**src/fp_pkg.sv**
```systemverilog
// fp compare unit shared definitions
`default_nettype none

package fp_pkg;

	// operand and format widths
	localparam int flen = 64;
	localparam int exp_s = 8;
	localparam int frac_s = 23;
	localparam int exp_d = 11;
	localparam int frac_d = 52;

	localparam int class_w = 10;	// one-hot fclass vector

	// flags are {invalid, div-by-zero, overflow, underflow, inexact}
	localparam int flag_w = 5;
	localparam int flag_nv = 4;

	localparam logic [1:0] fmt_s = 2'b00;
	localparam logic [1:0] fmt_d = 2'b11;

	// ftype codes kept from the full unit
	localparam logic [4:0] ft_min = 5'd3;
	localparam logic [4:0] ft_max = 5'd4;
	localparam logic [4:0] ft_sgnj = 5'd17;
	localparam logic [4:0] ft_sgnjn = 5'd18;
	localparam logic [4:0] ft_sgnjx = 5'd19;
	localparam logic [4:0] ft_eq = 5'd20;
	localparam logic [4:0] ft_lt = 5'd21;
	localparam logic [4:0] ft_le = 5'd22;
	localparam logic [4:0] ft_class = 5'd23;
	localparam logic [4:0] ft_mv_to_f = 5'd24;	// fmv.w.x / fmv.d.x
	localparam logic [4:0] ft_mv_to_x = 5'd25;	// fmv.x.w / fmv.x.d

	typedef struct packed {
		logic sign;
		logic [exp_d-1:0] exp;
		logic [frac_d-1:0] frac;
	} fp_double_t;

	typedef struct packed {
		logic [flen-exp_s-frac_s-2:0] upper;	// don't care for single ops
		logic sign;
		logic [exp_s-1:0] exp;
		logic [frac_s-1:0] frac;
	} fp_single_t;

	// one register word, seen as a double or as a single in the low half
	typedef union packed {
		fp_double_t d;
		fp_single_t s;
	} fp_word_t;

endpackage

`default_nettype wire

```
**src/fp_classify.sv**
```systemverilog
// fp operand classifier
`timescale 1ns/1ps
`default_nettype none

module fp_classify #(
	parameter int exp_w = 8,
	parameter int frac_w = 23
) (
	input logic [exp_w+frac_w:0] operand,
	output logic [fp_pkg::class_w-1:0] class_res
);

	localparam int op_w = exp_w + frac_w + 1;

	logic sign;
	logic [exp_w-1:0] exp_f;
	logic [frac_w-1:0] frac_f;
	logic exp_ones;
	logic exp_zero;
	logic frac_zero;
	logic is_inf;
	logic is_nan;
	logic is_norm;
	logic is_sub;
	logic is_zero;

	assign sign = operand[op_w-1];
	assign exp_f = operand[op_w-2 -: exp_w];
	assign frac_f = operand[frac_w-1:0];

	assign exp_ones = &exp_f;
	assign exp_zero = ~|exp_f;
	assign frac_zero = ~|frac_f;

	assign is_inf = exp_ones & frac_zero;
	assign is_nan = exp_ones & ~frac_zero;
	assign is_norm = ~exp_ones & ~exp_zero;
	assign is_sub = exp_zero & ~frac_zero;	// denormal
	assign is_zero = exp_zero & frac_zero;

	// riscv fclass bit order, bit 0 is -inf
	always_comb begin
		class_res = '0;
		class_res[0] = sign & is_inf;
		class_res[1] = sign & is_norm;
		class_res[2] = sign & is_sub;
		class_res[3] = sign & is_zero;
		class_res[4] = ~sign & is_zero;
		class_res[5] = ~sign & is_sub;
		class_res[6] = ~sign & is_norm;
		class_res[7] = ~sign & is_inf;
		class_res[8] = is_nan & ~frac_f[frac_w-1];	// snan
		class_res[9] = is_nan & frac_f[frac_w-1];	// qnan
	end

endmodule

`default_nettype wire

```
**src/fp_cmp_unit.sv**
```systemverilog
// fp compare, sign-injection and move unit
`timescale 1ns/1ps
`default_nettype none

module fp_cmp_unit (
	input logic clk,
	input logic rst_n,
	input fp_pkg::fp_word_t frs1,
	input fp_pkg::fp_word_t frs2,
	input logic [4:0] ftype,
	input logic [1:0] fmt,	// 00 single, 11 double
	output logic [fp_pkg::flen-1:0] farithematic_res,
	output logic [fp_pkg::flag_w-1:0] exception_flags,
	output logic fflags_valid
);

	localparam int s_w = fp_pkg::exp_s + fp_pkg::frac_s + 1;
	localparam int d_w = fp_pkg::exp_d + fp_pkg::frac_d + 1;

	logic [s_w-1:0] op1_s;
	logic [s_w-1:0] op2_s;
	logic [d_w-1:0] op1_d;
	logic [d_w-1:0] op2_d;

	logic [fp_pkg::class_w-1:0] class_s;
	logic [fp_pkg::class_w-1:0] class_d;
	logic lt_s;
	logic eq_s;
	logic le_s;
	logic [s_w-1:0] min_res_s;
	logic [s_w-1:0] max_res_s;
	logic nv_quiet_s;
	logic nv_signal_s;
	logic lt_d;
	logic eq_d;
	logic le_d;
	logic [d_w-1:0] min_res_d;
	logic [d_w-1:0] max_res_d;
	logic nv_quiet_d;
	logic nv_signal_d;

	// single view drops the upper half
	assign op1_s = {frs1.s.sign, frs1.s.exp, frs1.s.frac};
	assign op2_s = {frs2.s.sign, frs2.s.exp, frs2.s.frac};
	assign op1_d = {frs1.d.sign, frs1.d.exp, frs1.d.frac};
	assign op2_d = {frs2.d.sign, frs2.d.exp, frs2.d.frac};

	fp_classify #(
		.exp_w(fp_pkg::exp_s),
		.frac_w(fp_pkg::frac_s)
	) fp_classify_s (
		.operand(op1_s),
		.class_res(class_s)
	);

	fp_classify #(
		.exp_w(fp_pkg::exp_d),
		.frac_w(fp_pkg::frac_d)
	) fp_classify_d (
		.operand(op1_d),
		.class_res(class_d)
	);

	fp_order #(
		.exp_w(fp_pkg::exp_s),
		.frac_w(fp_pkg::frac_s)
	) fp_order_s (
		.a(op1_s),
		.b(op2_s),
		.lt(lt_s),
		.eq(eq_s),
		.le(le_s),
		.min_res(min_res_s),
		.max_res(max_res_s),
		.nv_quiet(nv_quiet_s),
		.nv_signal(nv_signal_s)
	);

	fp_order #(
		.exp_w(fp_pkg::exp_d),
		.frac_w(fp_pkg::frac_d)
	) fp_order_d (
		.a(op1_d),
		.b(op2_d),
		.lt(lt_d),
		.eq(eq_d),
		.le(le_d),
		.min_res(min_res_d),
		.max_res(max_res_d),
		.nv_quiet(nv_quiet_d),
		.nv_signal(nv_signal_d)
	);

	fp_writeback fp_writeback_inst (
		.clk(clk),
		.rst_n(rst_n),
		.frs1(frs1),
		.frs2(frs2),
		.ftype(ftype),
		.fmt(fmt),
		.class_s(class_s),
		.class_d(class_d),
		.lt_s(lt_s),
		.eq_s(eq_s),
		.le_s(le_s),
		.min_res_s(min_res_s),
		.max_res_s(max_res_s),
		.nv_quiet_s(nv_quiet_s),
		.nv_signal_s(nv_signal_s),
		.lt_d(lt_d),
		.eq_d(eq_d),
		.le_d(le_d),
		.min_res_d(min_res_d),
		.max_res_d(max_res_d),
		.nv_quiet_d(nv_quiet_d),
		.nv_signal_d(nv_signal_d),
		.farithematic_res(farithematic_res),
		.exception_flags(exception_flags),
		.fflags_valid(fflags_valid)
	);

endmodule

`default_nettype wire

```
**src/fp_order.sv**
```systemverilog
// fp compare and min/max
`timescale 1ns/1ps
`default_nettype none

module fp_order #(
	parameter int exp_w = 8,
	parameter int frac_w = 23
) (
	input logic [exp_w+frac_w:0] a,
	input logic [exp_w+frac_w:0] b,
	output logic lt,
	output logic eq,
	output logic le,
	output logic [exp_w+frac_w:0] min_res,
	output logic [exp_w+frac_w:0] max_res,
	output logic nv_quiet,
	output logic nv_signal
);

	localparam int op_w = exp_w + frac_w + 1;

	logic a_sign;
	logic b_sign;
	logic [op_w-2:0] a_mag;
	logic [op_w-2:0] b_mag;
	logic a_nan;
	logic b_nan;
	logic a_snan;
	logic b_snan;
	logic both_zero;
	logic mag_lt;
	logic mag_gt;
	logic raw_lt;
	logic raw_eq;
	logic pick_a_min;
	logic [op_w-1:0] canon_nan;

	assign a_sign = a[op_w-1];
	assign b_sign = b[op_w-1];
	assign a_mag = a[op_w-2:0];
	assign b_mag = b[op_w-2:0];

	assign a_nan = (&a[op_w-2 -: exp_w]) & (|a[frac_w-1:0]);
	assign b_nan = (&b[op_w-2 -: exp_w]) & (|b[frac_w-1:0]);
	assign a_snan = a_nan & ~a[frac_w-1];	// quiet bit clear
	assign b_snan = b_nan & ~b[frac_w-1];

	assign both_zero = ~|a_mag & ~|b_mag;	// +0 == -0
	assign mag_lt = a_mag < b_mag;
	assign mag_gt = a_mag > b_mag;

	// sign-magnitude ordering, NaNs handled below
	always_comb begin
		if (both_zero) begin
			raw_lt = 1'b0;
		end else if (a_sign != b_sign) begin
			raw_lt = a_sign;
		end else begin
			raw_lt = a_sign ? mag_gt : mag_lt;	// negatives order backwards
		end
	end

	assign raw_eq = (a == b) | both_zero;

	assign lt = raw_lt & ~a_nan & ~b_nan;
	assign eq = raw_eq & ~a_nan & ~b_nan;
	assign le = lt | eq;

	assign nv_quiet = a_snan | b_snan;
	assign nv_signal = a_nan | b_nan;

	// min/max treat -0 as below +0
	assign pick_a_min = raw_lt | (both_zero & a_sign);
	assign canon_nan = {1'b0, {exp_w{1'b1}}, 1'b1, {(frac_w-1){1'b0}}};

	always_comb begin
		if (a_nan & b_nan) begin
			min_res = canon_nan;
			max_res = canon_nan;
		end else if (a_nan) begin
			min_res = b;
			max_res = b;
		end else if (b_nan) begin
			min_res = a;
			max_res = a;
		end else begin
			min_res = pick_a_min ? a : b;
			max_res = pick_a_min ? b : a;
		end
	end

endmodule

`default_nettype wire

```
**src/fp_writeback.sv**
```systemverilog
// fp result select and output register
`timescale 1ns/1ps
`default_nettype none

module fp_writeback (
	input logic clk,
	input logic rst_n,
	input fp_pkg::fp_word_t frs1,
	input fp_pkg::fp_word_t frs2,
	input logic [4:0] ftype,
	input logic [1:0] fmt,
	input logic [fp_pkg::class_w-1:0] class_s,
	input logic [fp_pkg::class_w-1:0] class_d,
	input logic lt_s,
	input logic eq_s,
	input logic le_s,
	input logic [fp_pkg::exp_s+fp_pkg::frac_s:0] min_res_s,
	input logic [fp_pkg::exp_s+fp_pkg::frac_s:0] max_res_s,
	input logic nv_quiet_s,
	input logic nv_signal_s,
	input logic lt_d,
	input logic eq_d,
	input logic le_d,
	input logic [fp_pkg::exp_d+fp_pkg::frac_d:0] min_res_d,
	input logic [fp_pkg::exp_d+fp_pkg::frac_d:0] max_res_d,
	input logic nv_quiet_d,
	input logic nv_signal_d,
	output logic [fp_pkg::flen-1:0] farithematic_res,
	output logic [fp_pkg::flag_w-1:0] exception_flags,
	output logic fflags_valid
);

	localparam int s_w = fp_pkg::exp_s + fp_pkg::frac_s + 1;
	localparam int pad_w = fp_pkg::flen - s_w;

	logic [s_w-1:0] sgnj_s;
	logic [s_w-1:0] sgnjn_s;
	logic [s_w-1:0] sgnjx_s;
	logic [fp_pkg::flen-1:0] sgnj_d;
	logic [fp_pkg::flen-1:0] sgnjn_d;
	logic [fp_pkg::flen-1:0] sgnjx_d;
	logic [s_w-1:0] word_s;
	logic [fp_pkg::flen-1:0] res_nxt;
	logic [fp_pkg::flag_w-1:0] flags_nxt;
	logic valid_nxt;
	logic nv;

	// magnitude of frs1 with an injected sign
	assign sgnj_s = {frs2.s.sign, frs1.s.exp, frs1.s.frac};
	assign sgnjn_s = {~frs2.s.sign, frs1.s.exp, frs1.s.frac};
	assign sgnjx_s = {frs1.s.sign ^ frs2.s.sign, frs1.s.exp, frs1.s.frac};
	assign sgnj_d = {frs2.d.sign, frs1.d.exp, frs1.d.frac};
	assign sgnjn_d = {~frs2.d.sign, frs1.d.exp, frs1.d.frac};
	assign sgnjx_d = {frs1.d.sign ^ frs2.d.sign, frs1.d.exp, frs1.d.frac};

	assign word_s = {frs1.s.sign, frs1.s.exp, frs1.s.frac};	// low half for moves

	always_comb begin
		res_nxt = '0;
		flags_nxt = '0;
		valid_nxt = 1'b0;
		nv = 1'b0;
		if (fmt == fp_pkg::fmt_s) begin
			case (ftype)
				fp_pkg::ft_min: begin
					res_nxt = {{pad_w{1'b0}}, min_res_s};
					nv = nv_quiet_s;
					valid_nxt = 1'b1;
				end
				fp_pkg::ft_max: begin
					res_nxt = {{pad_w{1'b0}}, max_res_s};
					nv = nv_quiet_s;
					valid_nxt = 1'b1;
				end
				fp_pkg::ft_sgnj: res_nxt = {{pad_w{1'b0}}, sgnj_s};
				fp_pkg::ft_sgnjn: res_nxt = {{pad_w{1'b0}}, sgnjn_s};
				fp_pkg::ft_sgnjx: res_nxt = {{pad_w{1'b0}}, sgnjx_s};
				fp_pkg::ft_eq: begin
					res_nxt = {{(fp_pkg::flen-1){1'b0}}, eq_s};
					nv = nv_quiet_s;	// quiet compare
					valid_nxt = 1'b1;
				end
				fp_pkg::ft_lt: begin
					res_nxt = {{(fp_pkg::flen-1){1'b0}}, lt_s};
					nv = nv_signal_s;
					valid_nxt = 1'b1;
				end
				fp_pkg::ft_le: begin
					res_nxt = {{(fp_pkg::flen-1){1'b0}}, le_s};
					nv = nv_signal_s;
					valid_nxt = 1'b1;
				end
				fp_pkg::ft_class: res_nxt = {{(fp_pkg::flen-fp_pkg::class_w){1'b0}}, class_s};
				fp_pkg::ft_mv_to_f: res_nxt = {{pad_w{1'b0}}, word_s};
				fp_pkg::ft_mv_to_x: res_nxt = {{pad_w{frs1.s.sign}}, word_s};	// sext bit 31
				default: res_nxt = '0;
			endcase
		end else if (fmt == fp_pkg::fmt_d) begin
			case (ftype)
				fp_pkg::ft_min: begin
					res_nxt = min_res_d;
					nv = nv_quiet_d;
					valid_nxt = 1'b1;
				end
				fp_pkg::ft_max: begin
					res_nxt = max_res_d;
					nv = nv_quiet_d;
					valid_nxt = 1'b1;
				end
				fp_pkg::ft_sgnj: res_nxt = sgnj_d;
				fp_pkg::ft_sgnjn: res_nxt = sgnjn_d;
				fp_pkg::ft_sgnjx: res_nxt = sgnjx_d;
				fp_pkg::ft_eq: begin
					res_nxt = {{(fp_pkg::flen-1){1'b0}}, eq_d};
					nv = nv_quiet_d;
					valid_nxt = 1'b1;
				end
				fp_pkg::ft_lt: begin
					res_nxt = {{(fp_pkg::flen-1){1'b0}}, lt_d};
					nv = nv_signal_d;
					valid_nxt = 1'b1;
				end
				fp_pkg::ft_le: begin
					res_nxt = {{(fp_pkg::flen-1){1'b0}}, le_d};
					nv = nv_signal_d;
					valid_nxt = 1'b1;
				end
				fp_pkg::ft_class: res_nxt = {{(fp_pkg::flen-fp_pkg::class_w){1'b0}}, class_d};
				fp_pkg::ft_mv_to_f: res_nxt = frs1;
				fp_pkg::ft_mv_to_x: res_nxt = frs1;
				default: res_nxt = '0;
			endcase
		end
		flags_nxt[fp_pkg::flag_nv] = nv;	// only invalid can be raised here
	end

	always_ff @(posedge clk) begin
		if (!rst_n) begin
			farithematic_res <= '0;
			exception_flags <= '0;
			fflags_valid <= 1'b0;
		end else begin
			farithematic_res <= res_nxt;
			exception_flags <= flags_nxt;
			fflags_valid <= valid_nxt;
		end
	end

endmodule

`default_nettype wire

```
**config.mk**
```make
export PLATFORM = sky130hd
export DESIGN_NAME = fp_cmp_unit
export DESIGN_NICKNAME = d
export VERILOG_FILES = /design/src/fp_pkg.sv /design/src/fp_classify.sv /design/src/fp_cmp_unit.sv /design/src/fp_order.sv /design/src/fp_writeback.sv
export SDC_FILE = /design/constraint.sdc
export NUM_CORES = 1
export LEC_CHECK = 0
export BUFFER_PORTS_ARGS = -buffer_cell sky130_fd_sc_hd__buf_2
export CORE_MARGIN = 2
export CORE_UTILIZATION = 50
export CTS_CLUSTER_SIZE = 12
export DETAILED_ROUTE_END_ITERATION = 8
export HOLD_SLACK_MARGIN = 0.15
export PLACE_DENSITY_LB_ADDON = 0.25
export SLEW_MARGIN = 20
export SYNTH_ARGS = -nofsm -noshare
export SYNTH_HDL_FRONTEND = slang
export SYNTH_SLANG_ARGS = --single-unit
```
**constraint.sdc**
```tcl
create_clock -name clk -period 4.6 [get_ports clk]
set_input_delay 0.92 -clock clk [delete_from_list [all_inputs] [get_ports clk]]
set_output_delay 0.92 -clock clk [all_outputs]
set_load 0.01 [all_outputs]
```
* Word level (Yosys, flattened, before mapping)
Index checks and enable logic that the tools add are counted.
** Cells by class
- Equal/unequal tests :: 16
- Reductions and logical operators :: 27
- Bitwise gates (word level) :: 74
- Muxes and demuxes :: 33
- $lt $le $gt $ge :: 4
** Operator list (count)
- one-hot mux 64 bit (11 select lines) :: 1
- two-way mux 64 bit :: 10
- one-hot mux 64 bit (10 select lines) :: 1
- two-way mux 32 bit :: 8
- OR reduction 63 bit :: 2
- OR reduction 52 bit :: 2
- equality test 64 bit :: 1
- > comparator 63 bit :: 1
- < comparator 63 bit :: 1
- OR reduction 31 bit :: 2
- AND 1 bit :: 48
- OR reduction 23 bit :: 2
- equality test 5 bit (second input constant) :: 9
- equality test 32 bit :: 1
- > comparator 31 bit :: 1
- < comparator 31 bit :: 1
- AND reduction 11 bit :: 2
- AND reduction 8 bit :: 2
- inverter 1 bit :: 14
- two-way mux 1 bit :: 11
- OR reduction 11 bit :: 1
- OR 1 bit :: 10
- zero test 1 bit :: 8
- OR reduction 8 bit :: 1
- other kinds (10) :: 14
** Storage, ports and cells
- Register bits :: 70
- Bits of input ports :: 137
- Logic and storage cells :: 158

* Longest topological paths before layout
Gate-level depths: netlist of the first run.
- Depth after elaboration :: 12
- Gate-level depth with buffers :: 15
- Depth with buffers taken out :: 12

* Hierarchy
A second synthesis of the first run with hierarchy kept.
** Second synthesis, totals
- Cells, all modules :: 1223
- Area, all modules :: 9474.1 um2
** By module, submodules not included
- fp_order (fp_order_d) :: area an instance 3529.6 um2, times used 1, cells an instance 475
- fp_writeback :: area an instance 3502.1 um2, times used 1, cells an instance 402
- fp_order (fp_order_s) :: area an instance 1945.6 um2, times used 1, cells an instance 277
- fp_classify (fp_classify_d) :: area an instance 272.8 um2, times used 1, cells an instance 40
- fp_classify (fp_classify_s) :: area an instance 224.0 um2, times used 1, cells an instance 29

* Least setup slack after synthesis of the first run
OpenSTA, ideal clock, no wires.
- Kind :: input to register
- From :: input frs1[31] in the netlist's numbering
- To :: register fp_writeback_inst.farithematic_res[8] in the netlist's numbering
- Library setup time :: 0.122 ns
- Path slack :: 0.566 ns
- Path buffers :: 3
- Data required time :: 4.478 ns
- Stages on the path :: 15
- Arrival time :: 3.912 ns
- Cell sequence :: clkbuf_1 inv_1 ha_1 nand4b_1 nor2_1 nand2_1 a211oi_1 nor4_1 o31a_1 a21oi_1 nor3_4 or2_1 buf_6 buf_6 a221o_1
** On the way
- Longest elaborated chain between the ends :: 12
- Elaborated cells between the ends (all ways) :: 40
- Those cells by class :: order compare: 2; eq/ne: 1; mux: 26; bitwise: 8; reduce/logical: 3
** RTL lines
- start, declared :: RTL line fp_cmp_unit.sv:8 : input fp_pkg::fp_word_t frs1,
- < comparator 63 bit (tied with other cells) :: RTL line fp_order.sv:49 : assign mag_lt = a_mag < b_mag;
- two-way mux 1 bit / zero test 1 bit (equally long branches) :: RTL line fp_order.sv:59, fp_order.sv:48
- two-way mux 1 bit / AND 1 bit (equally long branches) :: RTL line fp_order.sv:56, fp_order.sv:48
- two-way mux 1 bit / AND 1 bit (equally long branches) :: RTL line fp_order.sv:54, fp_order.sv:73
- OR 1 bit :: RTL line fp_order.sv:73 : assign pick_a_min = raw_lt | (both_zero & a_sign);
- two-way mux 64 bit (on tied branches) :: RTL line fp_order.sv:88, fp_order.sv:87
- two-way mux 64 bit :: RTL line fp_order.sv:83 : end else if (b_nan) begin
- two-way mux 64 bit :: RTL line fp_order.sv:80 : end else if (a_nan) begin
- two-way mux 64 bit :: RTL line fp_order.sv:77 : if (a_nan & b_nan) begin
- one-hot mux 64 bit (10 select lines) :: RTL line fp_writeback.sv:99 : case (ftype)
- two-way mux 64 bit :: RTL line fp_writeback.sv:98 : end else if (fmt == fp_pkg::fmt_d) begin
- two-way mux 64 bit * :: RTL line fp_writeback.sv:63 : if (fmt == fp_pkg::fmt_s) begin
- end signal, assigned :: RTL line fp_writeback.sv:143 : farithematic_res <= res_nxt;
- end, declared :: RTL line fp_writeback.sv:28 : output logic [fp_pkg::flen-1:0] farithematic_res,
Mark *: on every way between the ends. The rest lies on a longest branch, timed or not.
A chain may end at the register's enable or synchronous reset.

* Worst setup path after layout of the first run
- From :: input frs2[16] in the netlist's numbering
- To :: register fp_writeback_inst.farithematic_res[4] in the netlist's numbering
** On the way
- Longest elaborated chain between the ends :: 12
- Elaborated cells between the ends (all ways) :: 46
- Those cells by class :: order compare: 4; mux: 26; bitwise: 10; reduce/logical: 6
** RTL lines
- start, declared :: RTL line fp_cmp_unit.sv:9 : input fp_pkg::fp_word_t frs2,
- < comparator 63 bit (tied with other cells) :: RTL line fp_order.sv:49
- two-way mux 1 bit / zero test 1 bit (equally long branches) :: RTL line fp_order.sv:59, fp_order.sv:48
- two-way mux 1 bit / AND 1 bit (equally long branches) :: RTL line fp_order.sv:56, fp_order.sv:48
- two-way mux 1 bit / AND 1 bit (equally long branches) :: RTL line fp_order.sv:54, fp_order.sv:73
- OR 1 bit :: RTL line fp_order.sv:73
- two-way mux 64 bit (on tied branches) :: RTL line fp_order.sv:88, fp_order.sv:87
- two-way mux 64 bit :: RTL line fp_order.sv:83
- two-way mux 64 bit :: RTL line fp_order.sv:80
- two-way mux 64 bit :: RTL line fp_order.sv:77
- one-hot mux 64 bit (10 select lines) :: RTL line fp_writeback.sv:99
- two-way mux 64 bit :: RTL line fp_writeback.sv:98
- two-way mux 64 bit * :: RTL line fp_writeback.sv:63
Marks and branches as above.

==> impl_results.md, run 1 <==
* Setup crit start kind: input port
* Asr flop ratio synth at 0
* Total power at 1.450 mW
* Crit path DAT at 4.54 ns
* CORE AREA at 10840 um2
* Drt wl/cell at 19.00 um
* Top-area cell type share of the netlist area at 0.2385
* Synth area leaders: dfxtp_1 24%, ha_1 15%, a221o_1 6.5%
* Top-count cell post-synth: inv_1
* Slew @ Worst Pin at 0.7943 ns
* Synth top cells by count: 75 x inv_1, 67 x ha_1, 66 x dfxtp_1, 51 x nand2_1, 42 x a21oi_1
* CTS hold repair buffers at 0
* Total of max-cap violations at 0
* Initial core utilization at 0.5111
* Hold crit path type: input port to flip-flop
* Die Y at 109.3 um
* Mapped Area at 5540 um2
* Clock sink count at 66
* Final Cycle Share at 0.9333
* First-pass GRT wire length at 30.32 mm
* Initial antenna violation count at 0
* # DRC at 0
* Net Sw Frac at 0.3255
* HPWL after detailed placement at 15.92 mm
* H-tree depth at 3
* Syn Inst Count at 701
* Root Driver: clkbuf_8
* Clock power frac at 0.337
* Tmin final at 4.293 ns
* PortBufs at 202
* Int Power at 0.9781 mW
* Total die area at 11940 um2
* Clock Path Buffers at 2
* Fin nets at 1104
* Post-CTS sizing at 0
* Fin area at 6944 um2
* Peak supply drop at 0.0001236 V
* Rel. slew slack at 0.4632
* Top_reg_cell synth: dfxtp_1
* CP Max Fanout at 17
* Largest net degree at the start of global routing at 37
* Switching power at 0.4720 mW
* GRT Residual Overflow at 0
* Row count at 38
* Ys Warns at 0
* Cts bufs inserted at 9
* Sequential cell fraction of total power at 0.400
* Placed Instance Area at 6758 um2
* Status: finished, final reports clean
* Setup violators final at 0
* Critical Path End Type: flip-flop
* ANT nets after route at 0
* CTS tree: built
* GPL Wtd Cong at 0.9539
* PD cells at 208.8 nW/um2
* Clk slew on worst S/H paths at 0.08 ns
* Hold depth at 2
* Setup Crit Path Kind: input port to flip-flop
* FMAX at 232.9 MHz
* #FFs+latches synth at 66
* RSZ-0062 raised after global routing: no
* Die width at 109.3 um
* Gate power share at 0.263
* Ratio of cells with drive above 1 in the final layout at 0.2785
* Boundary pin count at 207
* Synth Area per Inst at 7.903 um2
* Setup TNS at 0 ns
* Post-Place Cells at 1029
* Layout area overhead at 25.34%
* Vias in the first global route at 6134
* Final Max Slew Viols at 0
* Post-synth EDFFs at 0
* Final Hold Vio Count at 0
* Pleak at 3.391 nW
* Worst EP required at 4.84 ns
* N_diodes at 0
* Final wirelength at 19.85 mm
* Seq/Total Area, Yosys at 0.2385
* Vias per Instance at 6.287
* Post-route insts no fill at 1045
* Vias at 6570
* Post CTS Setup Buffer Count at 0
* Yosys top cell by area: dfxtp_1
* Iter 0 DRT Violations at 562
* Yosys cell types at 71
* GRT Total Usage at 0.3274
* Pre-antenna DRT Iters at 5
cell families after synthesis:
group	Yosys count	share of synthesized area
xor gates and xnor gates	1	0.001581
buffers and inverters	109	0.08153
AOI/OAI and AO/OA	203	0.2694
and+or+nand+nor	247	0.2444
other	1	0.0006769
adders and majority gates	67	0.1513
DFF	66	0.2385
muxes	7	0.01265
cell type report:
cell class	count	area, um2
tap	140	175.2
clock inverter	5	55.05
fill	956	3896
sequential	66	1321
multi-input combinational	529	3791
inverter	75	281.5
clock buffer	11	131.4
timing repair buffer	219	1189
cells in the final DEF (no fill, tap or decap), drive strengths merged, types with 5 or more instances in the layout:
| cell type | count |
|---|---|
| a221o | 36 |
| o21a | 6 |
| inv | 75 |
| nor2 | 41 |
| o21ai | 32 |
| nor4 | 38 |
| clkbuf | 11 |
| or2 | 7 |
| mux2i | 7 |
| buf | 219 |
| ha | 67 |
| or3 | 5 |
| dfxtp | 66 |
| o31ai | 5 |
| a31oi | 5 |
| nand3 | 16 |
| a211oi | 10 |
| a22o | 20 |
| nand2 | 51 |
| nand4 | 30 |
| a21oi | 42 |
| and4 | 5 |
| o211ai | 7 |
| nor3 | 30 |
| a221oi | 5 |
power by group through the flow:
| stage | registers [mW] | logic, mW | clock network [mW] |
|---|---|---|---|
| global placement | 0.593 | 0.357 | 0 |
| CTS | 0.580 | 0.373 | 0.495 |
| floorplan | 0.597 | 0.198 | 0 |
| finish | 0.580 | 0.381 | 0.489 |
| global route | 0.581 | 0.422 | 0.517 |
| detailed placement | 0.593 | 0.371 | 0 |
path summary, 6_finish.rpt:
check	from	slack, ns	to
worst max-delay path	frs2[16]	0.31	fp_writeback_inst.farithematic_res[4]
worst min-delay path	frs2[13]	0.80	fp_writeback_inst.farithematic_res[13]
worst max-delay path, stage by stage:
cell	delay, ns
buf_2	0.12
nor4_1	0.58
nand4_1	0.30
or4_4	0.51
nor4_4	0.43
nor4_1	0.12
a211o_1	0.34
nor2_1	0.21
a31oi_2	0.22
a22o_1	0.30
buf_12	0.16
a221o_1	0.30
registers in the layout (all words and copies together), names as in the netlist:
| signal | flops |
|---|---|
| fp_writeback_inst.farithematic_res | 64 |
| fp_writeback_inst.exception_flags | 1 |
| fp_writeback_inst.fflags_valid | 1 |
routing by layer:
layer,wire [um],vias up,global-route usage
met5,0,-,0
met4,452,0,0.1139
met3,1668,44,0.04722
met2,9269,332,0.5470
met1,8462,3110,0.4300
li1,-,3084,-
stage by stage:
step           worst slack [ns]  hold slack (ns)    util
6_report                 0.3068           0.8031  0.6406
5_1_grt                  0.1424           0.8117  0.6406
4_1_cts                  0.4044           0.7983  0.6406
3_5_place_dp            0.04823            1.169  0.6234
3_3_place_gp             0.1346            1.162  0.6234
2_1_floorplan            0.5665            1.039       -
(Power assumes the default switching activity.)
==> run 2: changes to the inputs <==
==> constraint.sdc (replaced) <==
create_clock -name clk -period 4.6 [get_ports clk]
set_input_delay 1.38 -clock clk [delete_from_list [all_inputs] [get_ports clk]]
set_output_delay 1.38 -clock clk [all_outputs]
set_load 0.01 [all_outputs]
==> run 2 against run 1 <==
Compared with the run above:
- die area unchanged
- global-route usage increased by 2.8 points
- via count increased by 5.8%
- routed wire length increased by 8.8%
- first-iteration DRC count increased by 23%
- critical endpoint is now fp_writeback_inst.farithematic_res[3]
- largest cell class unchanged
- highest routed layer unchanged
==> impl_results.md, run 2 (same netlist as run 1, synthesis figures left out) <==
* Status: finished, final reports clean
* Cts bufs inserted at 9 (unchanged)
* Setup crit start kind: input port
* Register Area at 1321 um2 (unchanged)
* Hold EP: fp_writeback_inst.farithematic_res[49]
* FMAX at 224.3 MHz (-3.7%)
* Layout area overhead at 38.53%
* Vias in the first global route at 6642 (+8.3%)
* CP max stage delay at 0.53 ns (-0.05 ns)
* Total of max-cap violations at 0 (unchanged)
* Setup violators final at 0 (unchanged)
* Placed Instance Area at 7448 um2 (+10%)
* CP Max Fanout at 4 (-13)
* CP cell instances: buf_2, nor4_2, nand4_1, or4_4, nor4_4, nor4_2, a211o_1, nor3_4, nor3_4, or2_1, buf_4, a221o_1
* Area of the multi-input gates at 3847 um2 (+1.5%)
* Clock power frac at 0.308 (-0.029)
* H-tree depth at 3 (unchanged)
* ANT nets after route at 0 (unchanged)
* Iter 0 DRT Violations at 689 (+23%)
* Hold depth at 2 (unchanged)
* GPL Wtd Cong at 0.9167 (-3.9%)
* Fin area at 7675 um2 (+11%)
* Critical Path End Type: flip-flop
* Commonest cells after routing, fill and taps aside: 202 x buf_2, 105 x buf_4, 75 x inv_1, 67 x ha_1, 66 x dfxtp_1
* Sequential cell fraction of total power at 0.392 (-0.008)
* GRT Residual Overflow at 0 (unchanged)
* Net Sw Frac at 0.3447 (+0.01919)
* PD cells at 192.9 nW/um2 (-7.6%)
* Tmin final at 4.458 ns (+0.1650 ns)
* N_diodes at 0 (unchanged)
* Final Cycle Share at 0.9692 (+0.03587)
* Drt wl/cell at 19.00 um (about the same)
* Pre-antenna DRT Iters at 5 (unchanged)
* RSZ-0062 raised after global routing: no
* Int Power at 0.9704 mW (-0.79%)
* Filler cells at 916 (-4.2%)
* Pleak at 3.843 nW (+13%)
* Row count at 38 (unchanged)
* Largest Register: fp_writeback_inst.farithematic_res
* Clock Path Buffers at 2 (unchanged)
* HPWL after detailed placement at 17.58 mm (+10%)
* Final Max Slew Viols at 0 (unchanged)
* Peak supply drop at 0.0001766 V (+43%)
* Initial antenna violation count at 0 (unchanged)
* # DRC at 0 (unchanged)
* Clock sink count at 66 (unchanged)
* CORE AREA at 10840 um2 (unchanged)
* Switching power at 0.5104 mW (+8.1%)
* Slew @ Worst Pin at 0.6628 ns (-0.1315 ns)
* Final Util at 0.7080 (+0.06741)
* Largest net degree at the start of global routing at 31 (-16%)
* Vias at 6948 (+5.8%)
* Largest registers: fp_writeback_inst.farithematic_res (64), fp_writeback_inst.exception_flags (1), fp_writeback_inst.fflags_valid (1)
* Boundary pin count at 207 (unchanged)
* Rel. slew slack at 0.5547 (+0.09152)
* Setup Crit Path Kind: input port to flip-flop
* Max reg flops at 64 (unchanged)
* Gate power share at 0.300 (+0.037)
* Clk slew on worst S/H paths at 0.08 ns (about the same)
* Die width at 109.3 um (unchanged)
* Fin nets at 1196 (+8.3%)
* Worst EP required at 4.86 ns (+0.02 ns)
* Most common cell after layout, fill and taps aside: buf_2
* Final worst slack at 0.1417 ns (-0.1650 ns)
* Total die area at 11940 um2 (unchanged)
* Initial core utilization at 0.5111 (unchanged)
* Root Driver: clkbuf_8
* CTS tree: built
* First-pass GRT wire length at 33.06 mm (+9.1%)
* Vias per Instance at 6.111 (-2.8%)
* Ratio of cells with drive above 1 in the final layout at 0.3561 (+0.07762)
* Post-route insts no fill at 1137 (+8.8%)
* Post-Place Cells at 1121 (+8.9%)
* GRT Total Usage at 0.3554 (+0.02803)
* PortBufs at 202 (unchanged)
* Crit path DAT at 4.71 ns (+0.17 ns)
* Final wirelength at 21.61 mm (+8.8%)
* CP max stage cell: or4_4
* HP Start: frs2[49]
* Die Y at 109.3 um (unchanged)
* Placement Setup Slack at -0.4601 ns (-0.5083 ns)
* Final Hold Vio Count at 0 (unchanged)
* Hold crit path type: input port to flip-flop
-- run 2: worst max-delay path: cells and delay by family --
family                 cells  cell delay (ns)
AND/OR/NAND/NOR            8             2.30
buffers and inverters      2             0.29
AO/OA/AOI/OAI              2             0.72
-- run 2: power by group through the flow --
| stage | Clock (mW) | Combinational, mW | Sequential [mW] |
|---|---|---|---|
| after floorplan | 0 | 0.198 | 0.597 |
| after global placement | 0 | 0.413 | 0.593 |
| after detailed placement | 0 | 0.426 | 0.593 |
| after CTS | 0.461 | 0.429 | 0.580 |
| after global routing | 0.484 | 0.486 | 0.581 |
| final | 0.456 | 0.445 | 0.580 |
-- run 2: layer usage --
layer / routed length (um) / track usage / vias up
met5: 0 / 0 / -
met4: 483 / 0.1284 / 0
met3: 1702 / 0.04842 / 41
met2: 10260 / 0.5976 / 360
met1: 9162 / 0.4636 / 3275
li1: - / - / 3272
-- run 2: metrics by stage --
| stage | setup TNS (ns) | hold slack (ns) | total power, mW |
|---|---|---|---|
| after floorplan | 0 | 1.499 | 0.7959 |
| after global placement | -23.55 | 1.623 | 1.006 |
| after detailed placement | -22.50 | 1.622 | 1.019 |
| after CTS | 0 | 1.236 | 1.470 |
| after global routing | 0 | 1.261 | 1.551 |
| final | 0 | 1.259 | 1.481 |
-- run 2: worst max-delay path by stage --
stage	endpoint	slack, ns	depth (start not counted)	startpoint
2_1_floorplan	fp_writeback_inst.farithematic_res[8]	0.11	15	frs1[31]
3_3_place_gp	fp_writeback_inst.farithematic_res[34]	-0.47	13	frs2[10]
3_5_place_dp	fp_writeback_inst.farithematic_res[3]	-0.46	13	frs2[10]
4_1_cts	fp_writeback_inst.farithematic_res[3]	0.06	14	frs1[29]
5_1_grt	fp_writeback_inst.farithematic_res[3]	0.02	13	frs2[21]
6_report	fp_writeback_inst.farithematic_res[3]	0.14	12	frs2[18]
-- run 2: layout make-up --
cell class / instances / share of cell area
Clock buffer: 10 / 0.01663
Inverter: 75 / 0.03668
Tap cell: 140 / 0.02282
Clock inverter: 6 / 0.005543
Timing Repair Buffer: 311 / 0.2449
Sequential cell: 66 / 0.1722
Multi-Input combinational cell: 529 / 0.5013
-- run 2: timing repair --
action | CTS | global route
cloned | 0 | 0
hold buffers | 0 | 0
resized for setup | 1 | 10
buffers inserted | 0 | 0
setup endpoints to repair | 24 | 61
